`src/rom_check_ctrl_pkg.sv`:
```
// Sequencing FSM states and hash completion timing

package rom_check_ctrl_pkg;

  // Linear state order with one race branch between ROM reads and the hash
  //   ReadingLow   streaming the non-top words into the hash engine
  //   ReadingHigh  capturing the top words and waiting for both sides
  //   RomAhead     every word read, hash still busy
  //   HashAhead    hash finished, top words still being read
  //   Checking     digests compared word by word
  //   Done         terminal, the bus owns the ROM
  //   Invalid      terminal, reached only on a consistency failure
  typedef enum logic [2:0] {
    ReadingLow,
    ReadingHigh,
    RomAhead,
    HashAhead,
    Checking,
    Done,
    Invalid
  } fsm_state_e;

  // Cycles from the last accepted word to the hash done strobe
  localparam int unsigned HashDoneDelay = 2;
  localparam int unsigned HashDelayW    = $clog2(HashDoneDelay + 1);

  typedef logic [HashDelayW-1:0] hash_cnt_t;

endpackage

```
`src/rom_check_pkg.sv`:
```
// ROM geometry for the boot-time integrity checker
// Word, address, digest index and whole-digest types, plus the fixed addresses they imply

package rom_check_pkg;

  // Size of the ROM and of the expected digest held in its top words
  localparam int unsigned RomDepth = 8;
  localparam int unsigned TopCount = 2;
  localparam int unsigned TopStart = RomDepth - TopCount;

  localparam int unsigned WordW   = 32;
  localparam int unsigned AddrW   = $clog2(RomDepth);
  localparam int unsigned TopIdxW = $clog2(TopCount);

  typedef logic [AddrW-1:0]   rom_addr_t;
  typedef logic [WordW-1:0]   rom_word_t;
  typedef logic [TopIdxW-1:0] top_idx_t;

  // Digest word 0 sits in the low bits
  typedef logic [TopCount*WordW-1:0] digest_t;

  // Fixed addresses that the counter and the FSM compare against
  localparam rom_addr_t LastAddr       = rom_addr_t'(RomDepth - 1);
  localparam rom_addr_t TopStartAddr   = rom_addr_t'(TopStart);
  localparam rom_addr_t LastNonTopAddr = rom_addr_t'(TopStart - 1);

  // Index of the final digest word, where the comparison ends
  localparam top_idx_t LastTopIdx = top_idx_t'(TopCount - 1);

endpackage
```
`src/rom_check_top.sv`:
```
// Top level of the boot-time ROM integrity checker
// Wires the address counter, hash engine, digest compare, FSM and ROM port mux

`timescale 1ns/1ns

module rom_check_top (
  input  logic                      clk_i,
  input  logic                      rst_ni,
  output rom_check_pkg::rom_addr_t  rom_addr_o,
  output logic                      rom_req_o,
  input  rom_check_pkg::rom_word_t  rom_data_i,
  input  rom_check_pkg::rom_addr_t  bus_addr_i,
  input  logic                      bus_req_i,
  output rom_check_pkg::rom_word_t  bus_rdata_o,
  output rom_check_pkg::digest_t    digest_o,
  output logic                      check_done_o,
  output logic                      check_good_o,
  output logic                      alert_o
);

  // Counter side
  rom_check_pkg::rom_addr_t cnt_read_addr, cnt_data_addr;
  logic                     cnt_read_req, cnt_last_nontop, cnt_done, cnt_data_rdy;
  // Hash handshake
  logic                     word_valid, word_last, word_ready, hash_done;
  // Compare side
  logic                     exp_valid, cmp_start, cmp_done;
  rom_check_pkg::top_idx_t  exp_idx;

  rom_addr_counter u_counter (
    .clk_i         (clk_i),
    .rst_ni        (rst_ni),
    .data_rdy_i    (cnt_data_rdy),
    .read_addr_o   (cnt_read_addr),
    .read_req_o    (cnt_read_req),
    .data_addr_o   (cnt_data_addr),
    .last_nontop_o (cnt_last_nontop),
    .done_o        (cnt_done)
  );

  // The hash reads words straight off the ROM data bus
  rom_hash_engine u_hash (
    .clk_i        (clk_i),
    .rst_ni       (rst_ni),
    .word_i       (rom_data_i),
    .word_valid_i (word_valid),
    .word_last_i  (word_last),
    .word_ready_o (word_ready),
    .done_o       (hash_done),
    .digest_o     (digest_o)
  );

  rom_digest_compare u_compare (
    .clk_i         (clk_i),
    .rst_ni        (rst_ni),
    .exp_valid_i   (exp_valid),
    .exp_idx_i     (exp_idx),
    .exp_word_i    (rom_data_i),
    .hash_done_i   (hash_done),
    .hash_digest_i (digest_o),
    .start_i       (cmp_start),
    .done_o        (cmp_done),
    .good_o        (check_good_o)
  );

  rom_check_fsm u_fsm (
    .clk_i             (clk_i),
    .rst_ni            (rst_ni),
    .rom_data_i        (rom_data_i),
    .cnt_data_addr_i   (cnt_data_addr),
    .cnt_read_req_i    (cnt_read_req),
    .cnt_last_nontop_i (cnt_last_nontop),
    .cnt_done_i        (cnt_done),
    .cnt_data_rdy_o    (cnt_data_rdy),
    .word_valid_o      (word_valid),
    .word_last_o       (word_last),
    .word_ready_i      (word_ready),
    .hash_done_i       (hash_done),
    .cmp_done_i        (cmp_done),
    .exp_valid_o       (exp_valid),
    .exp_idx_o         (exp_idx),
    .cmp_start_o       (cmp_start),
    .check_done_o      (check_done_o),
    .alert_o           (alert_o)
  );

  // The port goes to the bus once the check is done
  rom_access_mux u_mux (
    .select_bus_i (check_done_o),
    .cnt_addr_i   (cnt_read_addr),
    .cnt_req_i    (cnt_read_req),
    .bus_addr_i   (bus_addr_i),
    .bus_req_i    (bus_req_i),
    .rom_addr_o   (rom_addr_o),
    .rom_req_o    (rom_req_o)
  );

  // Read data is shared, only the request path is muxed
  assign bus_rdata_o = rom_data_i;

endmodule

```
`src/rom_access_mux.sv`:
```
// ROM port selection between the integrity checker and the system bus

`timescale 1ns/1ns

module rom_access_mux (
  input  logic                      select_bus_i,
  input  rom_check_pkg::rom_addr_t  cnt_addr_i,
  input  logic                      cnt_req_i,
  input  rom_check_pkg::rom_addr_t  bus_addr_i,
  input  logic                      bus_req_i,
  output rom_check_pkg::rom_addr_t  rom_addr_o,
  output logic                      rom_req_o
);

  // The checker owns the port from reset, bus requests are dropped until then
  always_comb begin
    if (select_bus_i) begin
      rom_addr_o = bus_addr_i;
      rom_req_o  = bus_req_i;
    end else begin
      rom_addr_o = cnt_addr_i;
      rom_req_o  = cnt_req_i;
    end
  end

endmodule

```
`src/rom_check_fsm.sv`:
```
// Sequencing FSM for the ROM integrity check
// Drives the hash word handshake, top-word capture and the compare start
// Runs consistency checks on the done signals and raises the alert

`timescale 1ns/1ns

module rom_check_fsm (
  input  logic                      clk_i,
  input  logic                      rst_ni,
  input  rom_check_pkg::rom_word_t  rom_data_i,
  input  rom_check_pkg::rom_addr_t  cnt_data_addr_i,
  input  logic                      cnt_read_req_i,
  input  logic                      cnt_last_nontop_i,
  input  logic                      cnt_done_i,
  output logic                      cnt_data_rdy_o,
  output logic                      word_valid_o,
  output logic                      word_last_o,
  input  logic                      word_ready_i,
  input  logic                      hash_done_i,
  input  logic                      cmp_done_i,
  output logic                      exp_valid_o,
  output rom_check_pkg::top_idx_t   exp_idx_o,
  output logic                      cmp_start_o,
  output logic                      check_done_o,
  output logic                      alert_o
);

  rom_check_ctrl_pkg::fsm_state_e state_d, state_q;
  logic                           word_valid_d, word_valid_q;
  logic                           transfer;
  logic                           reading_top;
  logic                           held_q;
  rom_check_pkg::rom_word_t       held_word_q;
  logic                           data_changed;
  logic                           counter_dropped;
  logic                           cmp_start_q;

  assign transfer    = word_valid_q & word_ready_i;
  assign reading_top = state_q inside {rom_check_ctrl_pkg::ReadingHigh,
                                       rom_check_ctrl_pkg::HashAhead};

  always_comb begin
    state_d = state_q;
    unique case (state_q)
      // Move on once the last non-top word has gone to the hash
      rom_check_ctrl_pkg::ReadingLow: begin
        if (cnt_last_nontop_i && transfer) begin
          state_d = rom_check_ctrl_pkg::ReadingHigh;
        end
      end
      // Top reads race the hash, whichever finishes first picks the branch
      rom_check_ctrl_pkg::ReadingHigh: begin
        unique case ({hash_done_i, cnt_done_i})
          2'b01:   state_d = rom_check_ctrl_pkg::RomAhead;
          2'b10:   state_d = rom_check_ctrl_pkg::HashAhead;
          2'b11:   state_d = rom_check_ctrl_pkg::Checking;
          default: state_d = state_q;
        endcase
      end
      rom_check_ctrl_pkg::RomAhead: begin
        if (hash_done_i) state_d = rom_check_ctrl_pkg::Checking;
      end
      rom_check_ctrl_pkg::HashAhead: begin
        if (cnt_done_i) state_d = rom_check_ctrl_pkg::Checking;
      end
      rom_check_ctrl_pkg::Checking: begin
        if (cmp_done_i) state_d = rom_check_ctrl_pkg::Done;
      end
      rom_check_ctrl_pkg::Done: begin
        state_d = rom_check_ctrl_pkg::Done;
      end
      default: begin
        state_d = rom_check_ctrl_pkg::Invalid;
      end
    endcase

    // A done signal showing up in a state that cannot expect it means the order was broken
    if ((cmp_done_i && !(state_q inside {rom_check_ctrl_pkg::Checking,
                                         rom_check_ctrl_pkg::Done})) ||
        (cnt_done_i && state_q == rom_check_ctrl_pkg::ReadingLow) ||
        (hash_done_i && !(state_q inside {rom_check_ctrl_pkg::ReadingHigh,
                                          rom_check_ctrl_pkg::RomAhead}))) begin
      state_d = rom_check_ctrl_pkg::Invalid;
    end
    // Any alert also locks the FSM up
    if (alert_o) begin
      state_d = rom_check_ctrl_pkg::Invalid;
    end
  end

  // Valid goes up for each word read in ReadingLow and drops when the hash takes it
  always_comb begin
    word_valid_d = word_valid_q;
    if (word_ready_i) begin
      word_valid_d = 1'b0;
    end
    if (cnt_read_req_i && state_q == rom_check_ctrl_pkg::ReadingLow && !cnt_last_nontop_i) begin
      word_valid_d = 1'b1;
    end
  end

  always_ff @(posedge clk_i or negedge rst_ni) begin
    if (!rst_ni) begin
      state_q      <= rom_check_ctrl_pkg::ReadingLow;
      word_valid_q <= 1'b0;
      held_q       <= 1'b0;
      cmp_start_q  <= 1'b0;
    end else begin
      state_q      <= state_d;
      word_valid_q <= word_valid_d;
      held_q       <= word_valid_q & ~word_ready_i;
      // Strobe in the first cycle spent in Checking
      cmp_start_q  <= (state_q != rom_check_ctrl_pkg::Checking) &&
                      (state_d == rom_check_ctrl_pkg::Checking);
    end
  end

  // Snapshot of the offered word, so a stalled word can be checked for stability
  always_ff @(posedge clk_i) begin
    held_word_q <= rom_data_i;
  end

  assign data_changed    = held_q & word_valid_q & (rom_data_i != held_word_q);
  // The counter must stay done once the bus owns the ROM
  assign counter_dropped = (state_q == rom_check_ctrl_pkg::Done) & ~cnt_done_i;

  // Non-top words advance on a transfer, top words every cycle
  assign cnt_data_rdy_o = transfer | reading_top;
  assign word_valid_o   = word_valid_q;
  assign word_last_o    = cnt_last_nontop_i;

  assign exp_valid_o  = reading_top & ~cnt_done_i;
  assign exp_idx_o    = rom_check_pkg::top_idx_t'(cnt_data_addr_i - rom_check_pkg::TopStartAddr);
  assign cmp_start_o  = cmp_start_q;
  assign check_done_o = (state_q == rom_check_ctrl_pkg::Done);
  assign alert_o      = (state_q == rom_check_ctrl_pkg::Invalid) | data_changed | counter_dropped;

endmodule

```
`src/rom_digest_compare.sv`:
```
// Expected digest store and word-serial digest comparator
// Produces a done strobe and a sticky good level

`timescale 1ns/1ns

module rom_digest_compare (
  input  logic                      clk_i,
  input  logic                      rst_ni,
  input  logic                      exp_valid_i,
  input  rom_check_pkg::top_idx_t   exp_idx_i,
  input  rom_check_pkg::rom_word_t  exp_word_i,
  input  logic                      hash_done_i,
  input  rom_check_pkg::digest_t    hash_digest_i,
  input  logic                      start_i,
  output logic                      done_o,
  output logic                      good_o
);

  rom_check_pkg::rom_word_t exp_q [rom_check_pkg::TopCount];
  rom_check_pkg::digest_t   digest_q;
  rom_check_pkg::top_idx_t  idx_q;
  rom_check_pkg::rom_word_t hash_word;
  logic                     busy_q, match_q, done_q, good_q;
  logic                     word_match;

  // Top words land by index as the FSM sees them, the digest when the hash finishes
  always_ff @(posedge clk_i) begin
    if (exp_valid_i) begin
      exp_q[exp_idx_i] <= exp_word_i;
    end
    if (hash_done_i) begin
      digest_q <= hash_digest_i;
    end
  end

  assign hash_word  = digest_q[idx_q*rom_check_pkg::WordW +: rom_check_pkg::WordW];
  assign word_match = (hash_word == exp_q[idx_q]);

  // One word per cycle, good is only updated once the final word is in
  always_ff @(posedge clk_i or negedge rst_ni) begin
    if (!rst_ni) begin
      busy_q  <= 1'b0;
      idx_q   <= '0;
      match_q <= 1'b0;
      done_q  <= 1'b0;
      good_q  <= 1'b0;
    end else begin
      done_q <= 1'b0;
      if (start_i) begin
        busy_q  <= 1'b1;
        idx_q   <= '0;
        match_q <= 1'b1;
      end else if (busy_q) begin
        match_q <= match_q & word_match;
        idx_q   <= idx_q + rom_check_pkg::top_idx_t'(1);
        if (idx_q == rom_check_pkg::LastTopIdx) begin
          busy_q <= 1'b0;
          done_q <= 1'b1;
          good_q <= match_q & word_match;
        end
      end
    end
  end

  assign done_o = done_q;
  assign good_o = good_q;

endmodule

```
`src/rom_hash_engine.sv`:
```
// Two-lane mixing hash over the streamed non-top ROM words
// Ready/valid word input with a rest cycle after each word, done strobe at the end

`timescale 1ns/1ns

module rom_hash_engine (
  input  logic                      clk_i,
  input  logic                      rst_ni,
  input  rom_check_pkg::rom_word_t  word_i,
  input  logic                      word_valid_i,
  input  logic                      word_last_i,
  output logic                      word_ready_o,
  output logic                      done_o,
  output rom_check_pkg::digest_t    digest_o
);

  // Lane 0 rotates and XORs, lane 1 sums
  rom_check_pkg::rom_word_t     lane0_q, lane1_q;
  logic                         rest_q;
  logic                         sealed_q;
  rom_check_ctrl_pkg::hash_cnt_t delay_q;
  logic                         accept;

  // No more words are taken once the last one is in
  assign word_ready_o = ~rest_q & ~sealed_q;
  assign accept       = word_valid_i & word_ready_o;

  always_ff @(posedge clk_i or negedge rst_ni) begin
    if (!rst_ni) begin
      lane0_q <= '0;
      lane1_q <= '0;
    end else if (accept) begin
      lane0_q <= {lane0_q[rom_check_pkg::WordW-2:0], lane0_q[rom_check_pkg::WordW-1]} ^ word_i;
      lane1_q <= lane1_q + word_i;
    end
  end

  // The cycle after each word is the mixing cycle, so ready drops for it
  always_ff @(posedge clk_i or negedge rst_ni) begin
    if (!rst_ni) begin
      rest_q   <= 1'b0;
      sealed_q <= 1'b0;
      delay_q  <= '0;
    end else begin
      rest_q <= accept;
      if (accept && word_last_i) begin
        sealed_q <= 1'b1;
        delay_q  <= rom_check_ctrl_pkg::hash_cnt_t'(rom_check_ctrl_pkg::HashDoneDelay);
      end else if (delay_q != '0) begin
        delay_q <= delay_q - rom_check_ctrl_pkg::hash_cnt_t'(1);
      end
    end
  end

  // Done fires in the final cycle of the countdown, with the lanes already settled
  assign done_o   = (delay_q == rom_check_ctrl_pkg::hash_cnt_t'(1));
  assign digest_o = {lane1_q, lane0_q};

endmodule

```
`src/rom_addr_counter.sv`:
```
// ROM address generator for the integrity checker
// Issues one read per cycle and tracks which word sits on the ROM data bus

`timescale 1ns/1ns

module rom_addr_counter (
  input  logic                      clk_i,
  input  logic                      rst_ni,
  input  logic                      data_rdy_i,
  output rom_check_pkg::rom_addr_t  read_addr_o,
  output logic                      read_req_o,
  output rom_check_pkg::rom_addr_t  data_addr_o,
  output logic                      last_nontop_o,
  output logic                      done_o
);

  // Address of the word on the data bus, and whether a read for it went out
  rom_check_pkg::rom_addr_t addr_q, addr_d;
  logic                     vld_q;
  logic                     done_q;
  logic                     consume;
  logic                     at_last;

  // The word on the bus is used up when the consumer says so
  assign consume = vld_q & data_rdy_i & ~done_q;
  assign at_last = (addr_q == rom_check_pkg::LastAddr);

  always_comb begin
    addr_d = addr_q;
    if (consume && !at_last) begin
      addr_d = addr_q + rom_check_pkg::rom_addr_t'(1);
    end
  end

  always_ff @(posedge clk_i or negedge rst_ni) begin
    if (!rst_ni) begin
      addr_q <= '0;
      vld_q  <= 1'b0;
      done_q <= 1'b0;
    end else begin
      addr_q <= addr_d;
      vld_q  <= vld_q | read_req_o;
      // Once the top word is consumed the counter freezes for good
      if (consume && at_last) begin
        done_q <= 1'b1;
      end
    end
  end

  // While stalled the same address is read again, so its data stays on the bus
  assign read_addr_o   = addr_d;
  assign read_req_o    = ~done_q & ~(consume & at_last);
  assign data_addr_o   = addr_q;
  assign last_nontop_o = (addr_q == rom_check_pkg::LastNonTopAddr);
  assign done_o        = done_q;

endmodule

```
`config.mk`:
```
export PLATFORM = sky130hd
export DESIGN_NAME = rom_check_top
export DESIGN_NICKNAME = d
export VERILOG_FILES = /design/src/rom_check_ctrl_pkg.sv /design/src/rom_check_pkg.sv /design/src/rom_check_top.sv /design/src/rom_access_mux.sv /design/src/rom_check_fsm.sv /design/src/rom_digest_compare.sv /design/src/rom_hash_engine.sv /design/src/rom_addr_counter.sv
export SDC_FILE = /design/constraint.sdc
export NUM_CORES = 1
export LEC_CHECK = 0
export BUFFER_PORTS_ARGS = -buffer_cell sky130_fd_sc_hd__buf_2
export CELL_PAD_IN_SITES_DETAIL_PLACEMENT = 1
export CELL_PAD_IN_SITES_GLOBAL_PLACEMENT = 2
export CORE_ASPECT_RATIO = 1.5
export CORE_MARGIN = 3
export CORE_UTILIZATION = 30
export CTS_BUF_LIST = sky130_fd_sc_hd__clkbuf_4
export DETAILED_ROUTE_END_ITERATION = 10
export GPL_TIMING_DRIVEN = 0
export PLACE_DENSITY_LB_ADDON = 0.1
export REMOVE_ABC_BUFFERS = 1
export SLEW_MARGIN = 15
export SYNTH_ARGS = -nofsm -noshare
export SYNTH_HDL_FRONTEND = slang
export SYNTH_HIERARCHICAL = 1
export SYNTH_SLANG_ARGS = --single-unit
```
`constraint.sdc`:
```
create_clock -name clk_i -period 6.6 [get_ports clk_i]
set_input_delay 0.33 -clock clk_i [delete_from_list [all_inputs] [get_ports clk_i]]
set_output_delay 0.33 -clock clk_i [all_outputs]
set_load 0.005 [all_outputs]
```
==> flow_metrics.env, run 1 <==
export IMPL_first_iter_violations=323
export IMPL_finalCritPeriodShare_pct=46.9
export IMPL_cp_max_fo=4
export IMPL_clk_pin_slew_ps=70
export IMPL_num_fill_cells=4107
export IMPL_fin_total_pwr_mw=3.19
export IMPL_worstPathArrival_ps=3650
export IMPL_dieArea_um2=39800
export IMPL_yosys_area_top_type="edfxtp_1"
export IMPL_r2r_cells=10
export IMPL_path_cells="ha_1 > fa_1 > a211oi_1 > nor2_2 > o22ai_4 > o21bai_2 > a2111o_1 > o21ai_2 > or3_1 > o311ai_1"
export IMPL_grt_remaining_overflow=0
export IMPL_layout_cells_non_filler=1643
export IMPL_postSynthAreaPerCell_um2=12.3
export IMPL_reg2reg_to="u_hash/lane1_q[28]$_DFFE_PN0P_"
export IMPL_seq_power_share_pct=50.5
export IMPL_drtPass1Iterations=4
export IMPL_synth_area_um2=11200
export IMPL_cts_buffer_depth=3
export IMPL_post_place_cells=1489
export IMPL_routabilityCongestion=0.756
export IMPL_cp_data_required_time_ps=7150
export IMPL_synth_cell_types=77
export IMPL_io_pins=141
export IMPL_start_util_pct=30.5
export IMPL_drive_above_1_share_pct=24.8
export IMPL_core_area_um2=36800
export IMPL_grt_pass1_wl_um=51000
export IMPL_rsz0062_at_grt="no"
export IMPL_post_dp_hpwl_um=24600
export IMPL_slew_headroom_pct=48.4
export IMPL_clkSinkCount=244
export IMPL_ys_seq_area_share_pct=58.7
export IMPL_ys_flop_type="edfxtp_1"
export IMPL_ant_nets=0
export IMPL_max_stage_delay_ps=500
export IMPL_port_buffers=140
export IMPL_maxCapViolCount=0
export IMPL_synth_seq_cells=244
export IMPL_h_tree_depth=3
export IMPL_drc=0
export IMPL_critPathLaunch="u_hash/lane1_q[0]$_DFFE_PN0P_"
export IMPL_cts_tree="built"
export IMPL_worst_pin_slew_ps=774
export IMPL_vias=7662
export IMPL_via_per_inst=4.66
export IMPL_power_leakage_nw=5.57
export IMPL_fmax_mhz=323
export IMPL_rows=86
export IMPL_swShare_pct=24.5
export IMPL_ys_warn_count=6
export IMPL_wl_per_cell_um=20.7
export IMPL_endpoint_kind="flip-flop"
export IMPL_ir_drop_uv=89.2
export IMPL_fin_hold_ws_ps=86.7
export IMPL_r2r_start="u_hash/lane1_q[0]$_DFFE_PN0P_"
export IMPL_synth_common_cells="edfxtp_1, nand2_1, dfrtp_1, xnor2_1, xor2_1"
export IMPL_fin_skew_ps=40.3
export IMPL_cts_buffers_inserted=66
export IMPL_syn_inst=913
export IMPL_reg2reg_slack_ps=3500
export IMPL_switchingPower_mw=0.780
export IMPL_hold_path_class="in -> async"
export IMPL_async_flop_share_pct=34.4
export IMPL_setup_viol=0
export IMPL_startpoint_type="flip-flop"
export IMPL_netlist_top_cells_area="edfxtp_1, dfrtp_1, xnor2_1, xor2_1, dfxtp_1"
export IMPL_dieWidth_um=164
export IMPL_synth_top_area_share_pct=34.2
export IMPL_period_needed_ps=3100
export IMPL_outcome="finished clean"
export IMPL_die_y_um=243
export IMPL_grt_pass1_vias=8357
export IMPL_p_int_mw=2.41
export IMPL_area_growth_pct=20.2
export IMPL_fin_tns_setup_ps=0
export IMPL_grt_start_max_net_pins=128
export IMPL_regArea_um2=6590
export IMPL_crit_path_end="u_hash/lane1_q[28]$_DFFE_PN0P_"
export IMPL_synth_most_common_cell="edfxtp_1"
export IMPL_clk_latency_ps=730
export IMPL_antenna_found_initial=1
export IMPL_maxSlewViolCount=0
export IMPL_multi_input_area_um2=4270
export IMPL_pwr_share_clk_pct=42.3
export IMPL_grt_total_usage_pct=17.4
export IMPL_power_density_nw_per_um2=236
export IMPL_finalNetCount=1184
export IMPL_wirelength_um=34100
export IMPL_timing_hold_violations_final=0
export IMPL_cts_root_buf="clkbuf_4"
export IMPL_pwr_share_comb_pct=7.2
export IMPL_crit_slowest_cell="a2111o_1"
export IMPL_synth_edff_count=128
export IMPL_worstSetupPathType="reg -> reg"
==> power groups by stage <==
stage	sequential [mW]	clock [mW]	combinational, mW
floorplan	1.64	0	0.113
global placement	1.64	0	0.217
detailed placement	1.64	0	0.220
CTS	1.61	1.42	0.236
global route	1.61	1.50	0.255
finish	1.61	1.35	0.230
==> registers in the layout, indices dropped and copies added, names as in the netlist, 2 cells and up <==
| signal | cells |
|---|---|
| u_fsm/held_word_q | 32 |
| u_hash/delay_q | 2 |
| u_compare/exp_q | 64 |
| u_compare/digest_q | 64 |
| u_fsm/state_q | 3 |
| u_counter/data_addr_o | 3 |
| u_hash/lane0_q | 32 |
| u_hash/lane1_q | 32 |
==> kinds of logic after synthesis <==
kind of cell | count (synthesis) | share of synthesized area [%]
buffers and inverters | 68 | 3.61
DFF | 244 | 58.7
and+or+nand+nor | 210 | 9.03
xor gates and xnor gates | 160 | 12.5
adders and majority gates | 41 | 4.61
AOI/OAI and AO/OA | 182 | 10.8
muxes | 8 | 0.813
==> cell type report <==
class | instances | area share (%)
inverter | 16 | 0.445
antenna | 1 | 0.0185
clock inverter | 17 | 0.501
clock buffer | 103 | 5.73
timing repair buffer | 177 | 8.34
multi-input combinational | 601 | 31.7
sequential | 244 | 48.8
tap | 484 | 4.49
==> worst min-delay path by stage <==
stage | startpoint | endpoint | slack [ps]
final | rst_ni | u_hash/lane0_q[9]$_DFFE_PN0P_ | 90
after global placement | u_hash/sealed_q$_DFFE_PN0P_ | u_hash/sealed_q$_DFFE_PN0P_ | 440
after global routing | rst_ni | u_hash/lane0_q[8]$_DFFE_PN0P_ | 50
after floorplan | rst_ni | u_compare/busy_q$_DFF_PN0_ | 30
after detailed placement | rst_ni | u_hash/lane1_q[2]$_DFFE_PN0P_ | 250
after CTS | rst_ni | u_hash/lane1_q[8]$_DFFE_PN0P_ | 0.7
==> per-stage QoR <==
| stage | area, µm² | setup slack (ps) | util, % |
|---|---|---|---|
| after global placement | 12200 | 1390 | 33.1 |
| after floorplan | 10900 | 3070 | - |
| after CTS | 13500 | 3460 | 36.7 |
| after detailed placement | 12300 | 3390 | 33.5 |
| final | 13500 | 3500 | 36.7 |
| after global routing | 13500 | 3360 | 36.7 |
==> metal layers <==
layer	up-vias	routed length, µm	GRT usage (%)
li1	3665	-	-
met1	3813	13400	19.5
met2	147	18800	32.1
met3	37	1230	3.62
met4	0	652	6.15
met5	-	0	0
==> cells in the final DEF (no fill, tap or decap), types with 5 or more instances in the layout <==
cell,count
xnor2_1,84
edfxtp_1,128
o21a_1,5
dfrtp_1,84
o21ai_1,15
a21o_1,16
a21oi_1,28
clkinv_1,13
o21ai_0,63
nor2_1,30
xor2_1,76
nand2_1,102
buf_2,139
a31oi_1,5
inv_1,15
mux2_2,5
nor4_1,16
nand4_1,13
o211ai_1,5
clkbuf_4,103
nand3_1,10
nor3_1,11
dfxtp_1,32
ha_1,38
dlygate4sd3_1,33
==> worst max-delay path, delay by kind of cell, from the launching register on <==
kind | cells | cell delay [ps]
simple gates | 2 | 310
compound gates | 6 | 1460
flops | 1 | 410
fa+ha+maj | 2 | 750
==> repair_timing <==
action | CTS | global route
hold endpoints to repair | 204 | 0
resized for setup | 0 | 0
hold buffers | 33 | 0
buffers inserted | 0 | 0
Note: power is estimated with default switching activity, not from simulation.
==> run 2: changes to the inputs <==
--- a/config.mk
+++ b/config.mk
@@ -5,6 +5,7 @@
 export SDC_FILE = /design/constraint.sdc
 export NUM_CORES = 1
 export LEC_CHECK = 0
+export ABC_AREA = 1
 export BUFFER_PORTS_ARGS = -buffer_cell sky130_fd_sc_hd__buf_2
 export CELL_PAD_IN_SITES_DETAIL_PLACEMENT = 1
 export CELL_PAD_IN_SITES_GLOBAL_PLACEMENT = 2
==> constraint.sdc (replaced) <==
create_clock -name clk_i -period 3 [get_ports clk_i]
set_input_delay 0.15 -clock clk_i [delete_from_list [all_inputs] [get_ports clk_i]]
set_output_delay 0.15 -clock clk_i [all_outputs]
set_load 0.005 [all_outputs]
==> flow_metrics.env, run 2 <==
export IMPL_path_cells="ha_1 > ha_1 > nor2_2 > nand2_1 > nand2_1 > nand2_1 > nand2_1 > nand2_1 > buf_2"
export IMPL_finalCritPeriodShare_pct=82.1
export IMPL_p_int_mw=5.50
export IMPL_num_fill_cells=4818
export IMPL_rows=90
export IMPL_start_util_pct=30.4
export IMPL_synth_most_common_cell="nand2_1"
export IMPL_layout_common_cells="nand2_1, inv_1, buf_2"
export IMPL_first_iter_violations=274
export IMPL_fmax_mhz=406
export IMPL_slew_headroom_pct=49.3
export IMPL_multi_input_area_um2=4670
export IMPL_grt_pass1_vias=10177
export IMPL_pwr_share_clk_pct=43.9
export IMPL_timing_hold_violations_final=0
export IMPL_clkSinkCount=244
export IMPL_pwr_share_comb_pct=7.6
export IMPL_ys_warn_count=6
export IMPL_finalNetCount=1638
export IMPL_die_y_um=253
export IMPL_synth_area_um2=12200
export IMPL_layout_commonest_cell="nand2_1"
export IMPL_maxCapViolCount=0
export IMPL_ir_drop_uv=234
export IMPL_via_per_inst=4.44
export IMPL_cts_root_buf="clkbuf_4"
export IMPL_worst_pin_slew_ps=761
export IMPL_power_density_nw_per_um2=496
export IMPL_syn_inst=1359
export IMPL_outcome="finished clean"
export IMPL_postSynthAreaPerCell_um2=9.01
export IMPL_ys_seq_area_share_pct=53.8
export IMPL_route_met2_wl_um=20200
export IMPL_worstPathArrival_ps=2310
export IMPL_top_layer_used="met4"
export IMPL_grt_remaining_overflow=0
export IMPL_drive_above_1_share_pct=18.3
export IMPL_routabilityCongestion=0.838
export IMPL_endpoint_kind="primary output"
export IMPL_synth_top_area_share_pct=31.4
export IMPL_dieWidth_um=171
export IMPL_grt_pass1_wl_um=57200
export IMPL_port_buffers=140
export IMPL_startpoint_type="flip-flop"
export IMPL_hold_path_class="in -> reg"
export IMPL_dieArea_um2=43300
export IMPL_regArea_um2=6590
export IMPL_core_area_um2=40300
export IMPL_dr_wl_met3_um=1210
export IMPL_max_stage_delay_ps=470
export IMPL_async_flop_share_pct=34.4
export IMPL_clk_pin_slew_ps=70
export IMPL_maxSlewViolCount=0
export IMPL_cts_buffer_depth=3
export IMPL_switchingPower_mw=1.80
export IMPL_ys_flop_type="edfxtp_1"
export IMPL_area_growth_pct=20.0
export IMPL_cp_data_required_time_ps=2850
export IMPL_ant_nets=0
export IMPL_drtPass1Iterations=4
export IMPL_fin_skew_ps=37.5
export IMPL_crit_slowest_cell="dfrtp_1"
export IMPL_synth_common_cells="nand2_1, inv_1, edfxtp_1, xnor2_1, dfrtp_1"
export IMPL_worstSetupPathType="reg -> out"
export IMPL_antenna_found_initial=1
export IMPL_final_core_util_pct=36.5
export IMPL_wl_per_cell_um=17.4
export IMPL_setup_viol=0
export IMPL_top_regs="u_compare/digest_q: 64 flops, u_compare/exp_q: 64 flops"
export IMPL_cts_buffers_inserted=67
export IMPL_dpl_cell_area_um2=13400
export IMPL_drc=0
export IMPL_io_pins=141
export IMPL_synth_seq_cells=244
export IMPL_grt_total_usage_pct=17.5
export IMPL_h_tree_depth=3
export IMPL_power_leakage_nw=6.90
export IMPL_cp_max_fo=6
export IMPL_synth_edff_count=128
export IMPL_cts_tree="built"
export IMPL_m1WireLength_um=14600
export IMPL_rsz0062_at_grt="no"
export IMPL_yosys_area_top_type="edfxtp_1"
export IMPL_path_common_cell="nand2_1"
export IMPL_netlist_top_cells_area="edfxtp_1, dfrtp_1, nand2_1, xnor2_1, inv_1"
export IMPL_vias=9413
export IMPL_grt_start_max_net_pins=67
export IMPL_synth_cell_types=38
export IMPL_fin_hold_ws_ps=224
export IMPL_period_needed_ps=2460
export IMPL_clk_latency_ps=720
export IMPL_swShare_pct=24.7
export IMPL_wirelength_um=36900
export IMPL_post_dp_hpwl_um=27600
export IMPL_seq_power_share_pct=48.5
export IMPL_final_cell_area_um2=14700
==> run 2: cell count changes after synthesis, sizes merged, moves of 6 or more <==
cell and change:
nand2 +360, inv +172, xor2 -63, nor2 +57
nand3 +50, o21ai -27, xnor2 +25, a21o -17
nor4 -17, mux2 -6, nor2b -6
==> run 2: worst paths after layout <==
path                                                    start                             end  slack (ps)  cells past startpoint
min in group asynchronous                              rst_ni  u_hash/lane1_q[25]$_DFFE_PN0P_         500                      4
setup / recovery           u_counter/data_addr_o[0]$_DFF_PN0_                   rom_addr_o[0]         540                      9
max in group asynchronous                              rst_ni  u_hash/lane1_q[24]$_DFFE_PN0P_        2090                      4
hold / removal                                 rom_data_i[10]   u_fsm/held_word_q[10]$_DFF_P_         220                      2
setup reg to reg                  u_hash/sealed_q$_DFFE_PN0P_   u_hash/delay_q[0]$_DFFE_PN0P_         570                      7
hold reg to reg                   u_hash/sealed_q$_DFFE_PN0P_     u_hash/sealed_q$_DFFE_PN0P_         470                      2
==> run 2: what timing repair did <==
action	4_1_cts	5_1_grt
endpoints found under the hold margin	216	0
endpoints found under the setup margin	0	9
resized for setup	0	1
setup buffers	0	0
hold buffers	35	0
==> run 2: kinds of logic (layout without fill, tap and decap cells) <==
logic type | count (synthesis) | count (layout) | synth area share, %
AND/OR/NAND/NOR | 632 | 632 | 21.1
flip-flops | 244 | 244 | 53.8
buffers and inverters | 235 | 491 | 8.29
XOR/XNOR | 122 | 122 | 8.79
AO/OA/AOI/OAI | 86 | 86 | 3.86
adder cells (fa/ha/maj) | 40 | 40 | 4.15
other | 0 | 1 | 0
==> run 2: final cells by class <==
class	count	share of cell area [%]
sequential	244	44.8
multi-input combinational	880	31.8
timing repair buffer	180	8.04
clock buffer	96	4.90
inverter	187	4.80
tap	506	4.31
clock inverter	28	1.34
antenna	1	0.0170
==> run 2: worst max-delay path: cells and delay by family (launching register included) <==
kind,cells,cell delay (ps)
AND/OR/NAND/NOR,6,540
flip-flops,1,470
adder cells (fa/ha/maj),2,450
buffers and inverters,1,120
==> run 2: per-stage QoR <==
step / std cells / setup TNS, ps / setup slack (ps) / power [mW]
after detailed placement: 1962 / 0 / 66.4 / 4.15
after CTS: 2121 / 0 / 66.4 / 7.48
after floorplan: 1311 / -1320 / -208 / 3.90
after global placement: 1957 / -199430 / -2970 / 4.13
final: 2122 / 0 / 536 / 7.30
after global routing: 2122 / 0 / 286 / 7.72
==> run 2: routing by layer <==
metal / track usage, % / vias up
met1: 19.2 / 4513
met2: 33.1 / 152
li1: - / 4695
met5: 0 / -
met4: 6.44 / 0
met3: 3.11 / 53
==> run 2: power by group through the flow <==
stage / combinational (mW) / clock, mW / sequential (mW)
after floorplan: 0.290 / 0 / 3.61
after global placement: 0.522 / 0 / 3.61
after detailed placement: 0.535 / 0 / 3.61
after CTS: 0.575 / 3.37 / 3.54
after global routing: 0.639 / 3.54 / 3.54
final: 0.557 / 3.20 / 3.54
==> run 3: changes to the inputs <==
--- a/config.mk
+++ b/config.mk
@@ -5,7 +5,7 @@
 export SDC_FILE = /design/constraint.sdc
 export NUM_CORES = 1
 export LEC_CHECK = 0
-export ABC_AREA = 1
+export ABC_AREA = 0
 export BUFFER_PORTS_ARGS = -buffer_cell sky130_fd_sc_hd__buf_2
 export CELL_PAD_IN_SITES_DETAIL_PLACEMENT = 1
 export CELL_PAD_IN_SITES_GLOBAL_PLACEMENT = 2
==> constraint.sdc (replaced) <==
create_clock -name clk_i -period 2.04 [get_ports clk_i]
set_input_delay 0.102 -clock clk_i [delete_from_list [all_inputs] [get_ports clk_i]]
set_output_delay 0.102 -clock clk_i [all_outputs]
set_load 0.005 [all_outputs]
==> flow_metrics.env, run 3 (synthesis results as in run 1) <==
export IMPL_regArea_um2=6600
export IMPL_num_fill_cells=4059
export IMPL_final_cell_area_um2=14800
export IMPL_grt_total_usage_pct=19.1
export IMPL_outcome="finished, violations left"
export IMPL_drive_above_1_share_pct=34.0
export IMPL_dieArea_um2=39800
export IMPL_wirelength_um=37700
export IMPL_finalNetCount=1253
export IMPL_grt_pass1_vias=8665
export IMPL_layout_setup_ws_ps=-690
export IMPL_ir_drop_uv=290
export IMPL_fin_tns_setup_ps=-15360
export IMPL_dpl_cell_area_um2=12300
export IMPL_fmax_mhz=366
export IMPL_layout_common_cells="buf_2, edfxtp_1, clkbuf_4"
export IMPL_start_util_pct=30.5
export IMPL_power_density_nw_per_um2=717
export IMPL_vias=8035
export IMPL_slew_headroom_pct=48.3
export IMPL_cts_root_buf="clkbuf_4"
export IMPL_cp_data_required_time_ps=2600
export IMPL_finalCritPeriodShare_pct=134
export IMPL_antenna_found_initial=2
export IMPL_cts_hold_buf=50
export IMPL_violations="negative hold slack, negative setup slack"
export IMPL_clk_pin_slew_ps=70
export IMPL_fin_hold_ws_ps=-363
export IMPL_area_growth_pct=31.4
export IMPL_top_regs="u_compare/digest_q: 64 flops, u_compare/exp_q: 64 flops"
export IMPL_clkSinkCount=244
export IMPL_io_pins=141
export IMPL_drc=0
export IMPL_startpoint_type="flip-flop"
export IMPL_h_tree_depth=3
export IMPL_grt_remaining_overflow=0
export IMPL_cts_tree="built"
export IMPL_cp_max_fo=3
export IMPL_fin_total_pwr_mw=10.6
export IMPL_rsz0062_at_grt="yes"
export IMPL_fin_skew_ps=50.9
export IMPL_worst_pin_slew_ps=775
export IMPL_cts_buffer_depth=3
export IMPL_post_dp_hpwl_um=24600
export IMPL_worstSetupPathType="reg -> reg"
export IMPL_period_needed_ps=2730
export IMPL_ant_nets=0
export IMPL_post_place_cells=1489
export IMPL_port_buffers=140
export IMPL_routabilityCongestion=0.756
export IMPL_core_area_um2=36800
export IMPL_final_core_util_pct=40.1
export IMPL_maxSlewViolCount=0
export IMPL_maxCapViolCount=0
export IMPL_grt_pass1_wl_um=55100
export IMPL_timing_hold_violations_final=3
export IMPL_clk_latency_ps=730
export IMPL_drtPass1Iterations=4
export IMPL_endpoint_kind="flip-flop"
export IMPL_layout_cells_non_filler=1712
export IMPL_dieWidth_um=164
export IMPL_wl_per_cell_um=22.0
export IMPL_via_per_inst=4.69
export IMPL_power_leakage_nw=6.02
export IMPL_setup_viol=36
export IMPL_worstPathArrival_ps=3300
export IMPL_multi_input_area_um2=4860
export IMPL_die_y_um=243
export IMPL_first_iter_violations=369
export IMPL_rows=86
export IMPL_dp_slack_ps=-1070
export IMPL_hold_path_class="in -> reg"
export IMPL_grt_start_max_net_pins=128
export IMPL_cts_buffers_inserted=66
export IMPL_layout_commonest_cell="buf_2"
[run 3: path summary, 6_finish.rpt]
path,start,end,slack (ps),depth (start not counted)
setup reg to reg,u_hash/lane1_q[0]$_DFFE_PN0P_,u_hash/lane1_q[24]$_DFFE_PN0P_,-690,10
setup / recovery,u_hash/lane1_q[0]$_DFFE_PN0P_,u_hash/lane1_q[24]$_DFFE_PN0P_,-690,10
max in group asynchronous,rst_ni,u_counter/data_addr_o[0]$_DFF_PN0_,1200,4
hold reg to reg,u_hash/lane1_q[30]$_DFFE_PN0P_,u_compare/digest_q[62]$_DFFE_PP_,500,0
min in group asynchronous,rst_ni,u_hash/lane1_q[7]$_DFFE_PN0P_,460,4
hold / removal,rom_data_i[0],u_fsm/held_word_q[0]$_DFF_P_,-360,1
[run 3: power breakdown]
group	internal, mW	switching [mW]	leakage [nW]	total, mW
clock network	2.30	2.09	0.513	4.39
registers	5.19	0.0156	2.42	5.21
logic	0.424	0.545	3.09	0.970
total	7.92	2.65	6.02	10.6
[run 3: cell type report]
cell class,instances,share of cell area [%]
sequential,244,44.8
timing repair buffer,246,12.1
tap,484,4.10
antenna,1,0.0170
clock inverter,17,0.458
clock buffer,103,5.24
multi-input combinational,601,32.9
inverter,16,0.407
[run 3: what timing repair did]
item | CTS | global route
resized for setup | 97 | 35
pin swaps | 30 | 20
endpoints found under the setup margin | 41 | 65
hold endpoints to repair | 221 | 3
setup buffers | 32 | 20
[run 3: metal layers]
metal | vias to the layer above | part of all wire (%) | track usage, % | routed length (µm)
met5 | - | 0 | 0 | 0
met4 | 0 | 2.5 | 6.75 | 937
met3 | 52 | 4.2 | 3.88 | 1600
met2 | 175 | 55 | 35.3 | 20700
met1 | 3996 | 38 | 21.4 | 14400
li1 | 3812 | - | - | -
[run 3: critical path, stage by stage (launching register included)]
cell,delay [ps]
dfrtp_1,410
ha_4,190
fa_2,420
a211oi_4,280
nor2_4,90
o22ai_4,220
o21bai_4,90
a2111o_1,470
a21oi_2,190
xor2_1,160
o21ai_1,70
